<file path="config.mk">
export PLATFORM = sky130hd
export DESIGN_NAME = omegaNetTop
export DESIGN_NICKNAME = d
export VERILOG_FILES = /design/src/hdl/omegaPktPkg.sv /design/src/hdl/omegaArbPkg.sv /design/src/hdl/omegaLinkIf.sv /design/src/hdl/rrArbiter.sv /design/src/hdl/spillRegister.sv /design/src/hdl/streamSwitch.sv /design/src/hdl/omegaNet.sv /design/src/hdl/omegaNetTop.sv
export VERILOG_INCLUDE_DIRS = /design/src /design/src/include
export SDC_FILE = /design/constraint.sdc
export NUM_CORES = 1
export LEC_CHECK = 0
export ABC_AREA = 1
export BUFFER_PORTS_ARGS = -buffer_cell sky130_fd_sc_hd__buf_2
export CORE_MARGIN = 3
export CORE_UTILIZATION = 57
export CTS_CLUSTER_DIAMETER = 150
export DETAILED_ROUTE_END_ITERATION = 6
export HOLD_SLACK_MARGIN = 0.06
export PLACE_DENSITY_LB_ADDON = 0.05
export SETUP_SLACK_MARGIN = 0.5
export SLEW_MARGIN = 25
export SYNTH_ARGS = -nofsm -noshare
export SYNTH_HDL_FRONTEND = slang
export SYNTH_SLANG_ARGS = --single-unit
</file>
<file path="constraint.sdc">
create_clock -name clk_i -period 3.2 [get_ports clk_i]
set_input_delay 0 -clock clk_i [delete_from_list [all_inputs] [get_ports clk_i]]
set_output_delay 0 -clock clk_i [all_outputs]
set_load 0.02 [all_outputs]
</file>
<file path="src/include/omegaNet_defs.svh">
// Size macros for the 8-lane omega network; include wherever lane, level or field widths are needed.
`ifndef OMEGANET_DEFS_SVH
`define OMEGANET_DEFS_SVH

// The network has as many outputs as inputs.
// Both counts are the same power of two.
`define OMEGA_LANES 8

// One level of 2x2 switches resolves one destination bit.
// Three levels cover eight lanes.
`define OMEGA_LEVELS 3

// Each level holds half as many switches as there are lanes.
`define OMEGA_SWITCHES 4

// Width of the user payload carried by every word.
`define OMEGA_DATA_W 16

// Width of a lane index.
// The same width serves the destination output and the source input of a word.
`define OMEGA_DEST_W 3

`endif

</file>
<file path="src/hdl/omegaPktPkg.sv">
// Packet type for the words that travel over every link of the omega network; import where used.
package omegaPktPkg;

  `include "omegaNet_defs.svh"

  // One word as it moves between the network levels.
  // The fields are ordered from the most significant end of the word.
  // The destination is read bit by bit, one bit at each level.
  // The most significant destination bit steers level 0.
  // The source index is filled in when the word enters the network.
  // The switches never change it on the way through.
  // The payload is carried through untouched.
  typedef struct packed {
    // Output lane that the word must reach.
    logic [`OMEGA_DEST_W-1:0] dest;
    // Input lane that the word entered at.
    logic [`OMEGA_DEST_W-1:0] srcIdx;
    // User data.
    logic [`OMEGA_DATA_W-1:0] payload;
  } omegaPkt_t;

endpackage

</file>
<file path="src/hdl/omegaArbPkg.sv">
// Request and grant vector types for the two-input switch arbiters; import where used.
package omegaArbPkg;

  // One bit per switch input.
  // Bit k is set when input k holds a valid word for the arbitrated output.
  typedef logic [1:0] arbReq_t;

  // One bit per switch input as well.
  // At most one bit is set.
  // A set bit routes that input to the output this cycle.
  // An all-zero grant means the output sees no request.
  typedef logic [1:0] arbGrant_t;

endpackage

</file>
<file path="src/hdl/omegaLinkIf.sv">
// Valid/ready link carrying one network word; instantiate per link and connect through modports.
`timescale 1ns/1ps

interface omegaLinkIf import omegaPktPkg::*; ();

  // A transfer takes place on a rising edge where valid and ready are both high.
  logic      valid;
  logic      ready;
  omegaPkt_t pkt;

  // The sending side owns valid and the word.
  // Once valid rises, both stay stable until the transfer.
  modport sender (
    output valid,
    output pkt,
    input  ready
  );

  // The receiving side owns ready.
  // Its ready may depend on valid.
  modport receiver (
    input  valid,
    input  pkt,
    output ready
  );

endinterface

</file>
<file path="src/hdl/rrArbiter.sv">
// Round-robin arbiter for two requesters with grant lock-in; one sits at each switch output.
`timescale 1ns/1ps

module rrArbiter import omegaArbPkg::*; (
  input  logic      clk_i,
  input  logic      rst_i,
  input  arbReq_t   req_i,
  input  logic      hold_i,
  output arbGrant_t grant_o
);

  // Priority pointer.
  // When set, requester 1 wins a tie, otherwise requester 0 does.
  logic      favorOne;
  // Set while a granted word waits for the downstream buffer.
  logic      locked;
  arbGrant_t lockedGrant;
  arbGrant_t freeGrant;

  // Without a tie the single requester, or nobody, gets the output.
  // A tie goes to the requester that was not served last.
  always_comb begin
    if (req_i == 2'b11) begin
      freeGrant = favorOne ? 2'b10 : 2'b01;
    end else begin
      freeGrant = req_i;
    end
  end

  // A stalled grant is kept, so the word on the output never changes under valid.
  assign grant_o = locked ? lockedGrant : freeGrant;

  always_ff @(posedge clk_i) begin
    if (rst_i) begin
      favorOne    <= 1'b0;
      locked      <= 1'b0;
      lockedGrant <= '0;
    end else begin
      locked      <= hold_i;
      lockedGrant <= grant_o;
      // A grant without hold is a completed transfer.
      // The pointer then moves past the requester just served.
      if (|grant_o && !hold_i) begin
        favorOne <= grant_o[0];
      end
    end
  end

endmodule

</file>
<file path="src/hdl/spillRegister.sv">
// Two-entry output buffer of a stream switch; cuts the valid, data and ready paths between levels.
`timescale 1ns/1ps

module spillRegister import omegaPktPkg::*; (
  input  logic         clk_i,
  input  logic         rst_i,
  omegaLinkIf.receiver up,
  omegaLinkIf.sender   down
);

  // The main entry always holds the oldest word and drives the downstream link.
  logic      mainValid;
  omegaPkt_t mainPkt;
  // The spill entry catches a word that arrives while the main entry is stalled.
  logic      spillValid;
  omegaPkt_t spillPkt;
  logic      upFire;
  logic      downFire;

  // Upstream ready comes straight from a flop.
  // No combinational path runs from down.ready to up.ready.
  assign up.ready   = !spillValid;
  assign down.valid = mainValid;
  assign down.pkt   = mainPkt;

  assign upFire   = up.valid && !spillValid;
  assign downFire = mainValid && down.ready;

  always_ff @(posedge clk_i) begin
    if (rst_i) begin
      mainValid  <= 1'b0;
      spillValid <= 1'b0;
    end else if (spillValid) begin
      // Both entries are full, so the main entry stays valid.
      // The spilled word moves up when the main word leaves.
      if (downFire) begin
        spillValid <= 1'b0;
      end
    end else begin
      // A new word parks in the spill entry only while the main word is stuck.
      if (upFire && mainValid && !downFire) begin
        spillValid <= 1'b1;
      end
      if (upFire) begin
        mainValid <= 1'b1;
      end else if (downFire) begin
        mainValid <= 1'b0;
      end
    end
  end

  // Word storage follows the same cases as the flags above.
  // Words therefore leave in arrival order.
  always_ff @(posedge clk_i) begin
    if (spillValid) begin
      if (downFire) begin
        mainPkt <= spillPkt;
      end
    end else if (upFire) begin
      if (!mainValid || downFire) begin
        mainPkt <= up.pkt;
      end else begin
        spillPkt <= up.pkt;
      end
    end
  end

endmodule

</file>
<file path="src/hdl/streamSwitch.sv">
// 2x2 stream switch of one network level; routes each input by one destination bit and buffers outputs.
`timescale 1ns/1ps
`include "omegaNet_defs.svh"

module streamSwitch import omegaArbPkg::*; #(
  // Position of this switch's level in the network, counted from the inputs.
  parameter int unsigned levelIdx = 0
) (
  input  logic         clk_i,
  input  logic         rst_i,
  omegaLinkIf.receiver inLink [2],
  omegaLinkIf.sender   outLink [2]
);

  // Level 0 looks at the most significant destination bit.
  // Each later level looks one bit further down.
  localparam int unsigned selBit = `OMEGA_LEVELS - 1 - levelIdx;

  // Output port that each input asks for.
  logic [1:0] route;
  logic [1:0] inValid;
  arbReq_t    reqs [2];
  arbGrant_t  grants [2];
  logic [1:0] holds;

  // Links from the arbitration muxes into the output buffers.
  omegaLinkIf stage [2] ();

  for (genvar k = 0; k < 2; k++) begin : genInput
    assign route[k]   = inLink[k].pkt.dest[selBit];
    assign inValid[k] = inLink[k].valid;
    // An input can be granted by at most one output, the one it routes to.
    // The losing input sees ready low until its turn comes.
    assign inLink[k].ready = (grants[0][k] && stage[0].ready) ||
                             (grants[1][k] && stage[1].ready);
  end

  for (genvar o = 0; o < 2; o++) begin : genOutput
    // Requests for output o come from every valid input whose routing bit equals o.
    assign reqs[o] = {inValid[1] && (route[1] == 1'(o)),
                      inValid[0] && (route[0] == 1'(o))};

    rrArbiter uArb (
      .clk_i   (clk_i),
      .rst_i   (rst_i),
      .req_i   (reqs[o]),
      .hold_i  (holds[o]),
      .grant_o (grants[o])
    );

    // The granted word passes unchanged into the buffer.
    assign stage[o].valid = |(grants[o] & reqs[o]);
    assign stage[o].pkt   = grants[o][1] ? inLink[1].pkt : inLink[0].pkt;

    // A full buffer keeps the current grant in place for the next cycle.
    assign holds[o] = stage[o].valid && !stage[o].ready;

    spillRegister uSpill (
      .clk_i (clk_i),
      .rst_i (rst_i),
      .up    (stage[o]),
      .down  (outLink[o])
    );
  end

endmodule

</file>
<file path="src/hdl/omegaNet.sv">
// Omega network core; three levels of 2x2 stream switches joined by perfect-shuffle wiring.
`timescale 1ns/1ps
`include "omegaNet_defs.svh"

module omegaNet import omegaPktPkg::*; (
  input  logic         clk_i,
  input  logic         rst_i,
  omegaLinkIf.receiver inLink [`OMEGA_LANES],
  omegaLinkIf.sender   outLink [`OMEGA_LANES]
);

  // Lane-indexed signals on the input side and the output side of every level.
  // Lane L of a level belongs to switch L/2, port L%2.
  logic      [`OMEGA_LEVELS-1:0][`OMEGA_LANES-1:0] swInValid;
  logic      [`OMEGA_LEVELS-1:0][`OMEGA_LANES-1:0] swInReady;
  omegaPkt_t [`OMEGA_LEVELS-1:0][`OMEGA_LANES-1:0] swInPkt;
  logic      [`OMEGA_LEVELS-1:0][`OMEGA_LANES-1:0] swOutValid;
  logic      [`OMEGA_LEVELS-1:0][`OMEGA_LANES-1:0] swOutReady;
  omegaPkt_t [`OMEGA_LEVELS-1:0][`OMEGA_LANES-1:0] swOutPkt;

  // The inputs enter level 0 in reversed order.
  // Input p feeds lane 7-p, and its word is stamped with p as the source index.
  for (genvar lane = 0; lane < `OMEGA_LANES; lane++) begin : genInputs
    localparam int unsigned port = `OMEGA_LANES - 1 - lane;

    assign swInValid[0][lane] = inLink[port].valid;
    assign swInPkt[0][lane]   = '{dest:    inLink[port].pkt.dest,
                                  srcIdx:  `OMEGA_DEST_W'(port),
                                  payload: inLink[port].pkt.payload};
    assign inLink[port].ready = swInReady[0][lane];
  end

  // Perfect shuffle between levels.
  // Output lane L goes to switch L mod 4, port L div 4 of the next level.
  for (genvar lvl = 0; lvl < `OMEGA_LEVELS - 1; lvl++) begin : genShuffle
    for (genvar lane = 0; lane < `OMEGA_LANES; lane++) begin : genLane
      localparam int unsigned dstLane =
          2 * (lane % `OMEGA_SWITCHES) + lane / `OMEGA_SWITCHES;

      assign swInValid[lvl+1][dstLane] = swOutValid[lvl][lane];
      assign swInPkt[lvl+1][dstLane]   = swOutPkt[lvl][lane];
      assign swOutReady[lvl][lane]     = swInReady[lvl+1][dstLane];
    end
  end

  // Each level of switches.
  // Every switch gets its own pair of links on each side.
  for (genvar lvl = 0; lvl < `OMEGA_LEVELS; lvl++) begin : genLevel
    for (genvar sw = 0; sw < `OMEGA_SWITCHES; sw++) begin : genSwitch
      omegaLinkIf swIn [2] ();
      omegaLinkIf swOut [2] ();

      for (genvar k = 0; k < 2; k++) begin : genPort
        assign swIn[k].valid          = swInValid[lvl][2*sw+k];
        assign swIn[k].pkt            = swInPkt[lvl][2*sw+k];
        assign swInReady[lvl][2*sw+k] = swIn[k].ready;

        assign swOutValid[lvl][2*sw+k] = swOut[k].valid;
        assign swOutPkt[lvl][2*sw+k]   = swOut[k].pkt;
        assign swOut[k].ready          = swOutReady[lvl][2*sw+k];
      end

      streamSwitch #(
        .levelIdx (lvl)
      ) uSwitch (
        .clk_i   (clk_i),
        .rst_i   (rst_i),
        .inLink  (swIn),
        .outLink (swOut)
      );
    end
  end

  // Lane L of the last level is network output L.
  for (genvar lane = 0; lane < `OMEGA_LANES; lane++) begin : genOutputs
    assign outLink[lane].valid               = swOutValid[`OMEGA_LEVELS-1][lane];
    assign outLink[lane].pkt                 = swOutPkt[`OMEGA_LEVELS-1][lane];
    assign swOutReady[`OMEGA_LEVELS-1][lane] = outLink[lane].ready;
  end

endmodule

</file>
<file path="src/hdl/omegaNetTop.sv">
// Top level of the 8x8 omega network; maps flat valid/ready port arrays onto the network links.
`timescale 1ns/1ps
`include "omegaNet_defs.svh"

module omegaNetTop (
  input  logic                                       clk_i,
  input  logic                                       rst_i,
  // Input side, one handshake per input lane.
  input  logic [`OMEGA_LANES-1:0]                    inValid_i,
  output logic [`OMEGA_LANES-1:0]                    inReady_o,
  input  logic [`OMEGA_LANES-1:0][`OMEGA_DATA_W-1:0] inData_i,
  input  logic [`OMEGA_LANES-1:0][`OMEGA_DEST_W-1:0] inDest_i,
  // Output side, one handshake per output lane.
  output logic [`OMEGA_LANES-1:0]                    outValid_o,
  input  logic [`OMEGA_LANES-1:0]                    outReady_i,
  output logic [`OMEGA_LANES-1:0][`OMEGA_DATA_W-1:0] outData_o,
  output logic [`OMEGA_LANES-1:0][`OMEGA_DEST_W-1:0] outSrc_o
);

  omegaLinkIf inLinks [`OMEGA_LANES] ();
  omegaLinkIf outLinks [`OMEGA_LANES] ();

  for (genvar p = 0; p < `OMEGA_LANES; p++) begin : genPorts
    // The network fills in the source index itself, so it enters as zero here.
    assign inLinks[p].valid = inValid_i[p];
    assign inLinks[p].pkt   = '{dest:    inDest_i[p],
                                srcIdx:  '0,
                                payload: inData_i[p]};
    assign inReady_o[p]     = inLinks[p].ready;

    // Only the payload and the source index leave the network.
    // The destination is implied by the output lane.
    assign outValid_o[p]     = outLinks[p].valid;
    assign outData_o[p]      = outLinks[p].pkt.payload;
    assign outSrc_o[p]       = outLinks[p].pkt.srcIdx;
    assign outLinks[p].ready = outReady_i[p];
  end

  omegaNet uNet (
    .clk_i   (clk_i),
    .rst_i   (rst_i),
    .inLink  (inLinks),
    .outLink (outLinks)
  );

endmodule

</file>
==> metrics.md <==
| Metric | Value |
|---|---|
| Status | complete, no violations |
| Cell Area, Synth | around 46000 um2 |
| Simple-gate share of the synthesized area | 0.2074 |
| Share of layout cells above drive strength 1 | 0.1289 |
| Yosys reg bits | approximately 1100 |
| Synthesis warning total | 0 |
| FMAX | between 0.3 and 0.4 GHz |
| Critical Path AT | just under 3 ns |
| Via density | between 5 and 6 |
| Minimum clock period after layout | roughly 2.5 ns |
| Floorplan Core Area | about 79000 um2 |
| Synthesized Nets | slightly below 5000 |
| CTS Root Cell | clkbuf_16 |
| Flop-to-flop setup slack | between 0.7 and 0.8 ns |
| 1st-iter DRT viols | 3474 |
| Total Wirelength | 122.3 mm |
| Reg2reg path depth | 10 |
| Compound-cell area share of the yosys netlist | 0.06983 |
| Data required, critical path | 3.57 ns |
| Synth Area in XOR/XNOR | 0 |
| Clock Tree Buf Depth | 3 |
| Area growth syn-to-layout | 19.11% |
| CTS tree | built |
| Worst-path fanout max | 39 |
| Via count | 34200 |
| Unique masters post-synth | 28 |
| Crit path kind | in2reg |
| Hold WC Path Type | in2reg |
| Antenna viol nets, final | 0 |
| Syn avg cell area | between 9 and 10 um2 |
| Crit path setup slack, layout | 0.6701 ns |
| First-pass GRT wire length | approximately 180 mm |
| Rows | 103 |
| Setup Viol. Count Final | 0 |
| Setup tns final | 0 ns |
| Largest net degree at the start of global routing | about 110 |
| Final hold viol count | 0 |
| Pre-CTS setup slack | 0.6141 ns |
| Synth Area in Adders | 0 |
| Worst skew pair latency | approximately 0.67 ns |
| CTS Sinks | roughly 1100 |
| Max_cap viols | 0 |
| Post-synthesis sequential area ratio | 0.6628 |
| Worst Max-Slew Pin Slew | ~0.94 ns |
| I/O pin total | 338 |
| Critical Path End Type | flip-flop |
| Hold path startpoint | inData_i[60] |
| Antenna violations before repair | 5 |
| Clk slew on worst S/H paths | around 0.06 ns |
| Postcts setup bufs | 0 |
| Largest family of logic cells by synthesized area | simple AND/OR/NAND/NOR gates |
| GRT Total Usage | 0.2883 |
| Hold Crit Depth | 3 |
| Worst VDD drop | between 0.0004 and 0.0005 V |
| WL per Instance | 18.93 um |
| GPL Wtd Cong | between 0.9 and 1 |
| RSZ-0062 raised after global routing | no |
| Tcrit/Tclk final | 0.7906 |
| Gate count of the mapped netlist | 4729 |
| Die W | approximately 290 um |
| Rel. slew slack | 0.3643 |
| Vias in the first global route | ~31000 |
| Dpl hpwl | 86.29 mm |
| Clock buffer count from CTS | 106 |
| Initial Util | 0.5772 |
| Final net count | approximately 5500 |
| P_leak | ~22 nW |
| Die area | 83560 um2 |
| Clock skew | approximately 0.025 ns |
| Mux share of post-synthesis cell area | 0 |
| Slew Limit Fails | 0 |
| Total global routing overflow | 0 |
| CP Launch Type | input pin |
| Die H | 289.1 um |
| H-tree depth | 3 |
| Residual DRC count | 0 |
| First-pass iteration count of the detailed router | 6 |
| Cell area power density | 536.6 nW/um2 |
| Port bufs | about 340 |
[final cells by class]
type	instances	area, um2
antenna	4	10.01
clock buffer	146	2924
clock inverter	56	535.5
fill	6071	24730
inverter	418	1575
multi-input combinational	3030	12670
sequential	1056	30270
tap	1050	1314
timing repair buffer	701	5102
[cells in the mapped netlist, drive strengths merged]
cell type / instances / area share
nand3b: 15 / 0.0025
o22ai: 8 / 0.0011
nand2: 2202 / 0.18
dfxtp: 144 / 0.063
clkinv: 11 / 0.00090
nor3: 8 / 0.00088
a21oi: 47 / 0.0052
clkbuf: 97 / 0.0083
o21a: 16 / 0.0026
nor2: 143 / 0.012
inv: 407 / 0.033
nand3: 90 / 0.010
a21boi: 4 / 0.00066
edfxtp: 912 / 0.60
o21ai: 497 / 0.060
buf: 128 / 0.017
[cells by family (layout without fill, tap and decap cells)]
group / count (synthesis) / in the layout
AOI/OAI and AO/OA: 572 / 572
buffers and inverters: 643 / 1321
DFF: 1056 / 1056
other: 0 / 4
and+or+nand+nor: 2458 / 2458
[cell usage in the layout, fill, tap and decap left out, drive strengths merged]
cell type       n
edfxtp        912
nor3            8
diode           4
o21ai         497
bufinv          9
dlygate4sd3   267
a21boi          4
inv           412
buf           434
clkinv         50
a21oi          47
o22ai           8
o21a           16
clkbuf        146
nor2          143
clkinvlp        3
nand3          90
nand3b         15
dfxtp         144
nand2        2202
[timing repair]
item                                   in CTS  in global routing
gates resized for setup                     0                  2
setup endpoints to repair                   0                 38
endpoints found under the hold margin     562                  0
hold buffers                              267                  0
[sequential cells by signal, indices dropped and copies added (netlist names)]
register	flops
uNet.genLevel.genSwitch.uSwitch.genOutput.uArb.favorOne	24
uNet.genLevel.genSwitch.uSwitch.genOutput.uSpill.down.pkt	456
uNet.genLevel.genSwitch.uSwitch.genOutput.uSpill.spillPkt	456
uNet.genLevel.genSwitch.uSwitch.genOutput.uArb.lockedGrant	48
uNet.genLevel.genSwitch.uSwitch.genOutput.uSpill.spillValid	24
uNet.genLevel.genSwitch.uSwitch.genOutput.uArb.locked	24
uNet.genLevel.genSwitch.uSwitch.genOutput.uSpill.down.valid	24
[layer usage]
layer,track usage,wire length [um],vias up
li1,-,-,16540
met1,0.4383,54260,15910
met2,0.4362,54180,1544
met3,0.04390,10560,207
met4,0.07901,3257,4
met5,0,27,-
[how the worst max path moves through the flow]
stage                 start        end  cells after the start
2_1_floorplan     flip-flop  flip-flop                     10
3_3_place_gp      flip-flop  flip-flop                     10
3_5_place_dp      flip-flop  flip-flop                     10
4_1_cts           flip-flop  flip-flop                     10
5_1_grt           flip-flop  flip-flop                     10
6_report       inValid_i[7]  flip-flop                     13
[metrics by stage]
stage / hold WS, ns / util / instance area, um2 / power [mW] / std cells
floorplan: 0.2105 / - / 45670 / 16.19 / 4729
global placement: 0.3358 / 0.6097 / 48240 / 16.77 / 5988
detailed placement: 0.3437 / 0.6097 / 48250 / 16.78 / 5988
CTS: 0.06882 / 0.6872 / 54380 / 29.30 / 6457
global route: 0.1504 / 0.6873 / 54390 / 30.05 / 6457
finish: 0.1286 / 0.6874 / 54400 / 29.19 / 6461
[where the power goes]
part           internal (mW)  switching (mW)
clock network           7.12            5.21
registers               15.1          0.0787
logic                  0.608            1.08
total                   22.8            6.37
[critical path, cell delays in order]
cell and delay [ns]:
dlygate4sd3_1 0.54, buf_2 0.14, nand2_1 0.08, dlygate4sd3_1 0.60, clkinv_1 0.10, nand2_1 0.06
nand2_1 0.04, nand2_1 0.07, buf_4 0.31, o21ai_0 0.14, dlygate4sd3_1 0.59, nand2_1 0.07
nand2_1 0.14
No activity file was read; power rests on OpenSTA's default activity.
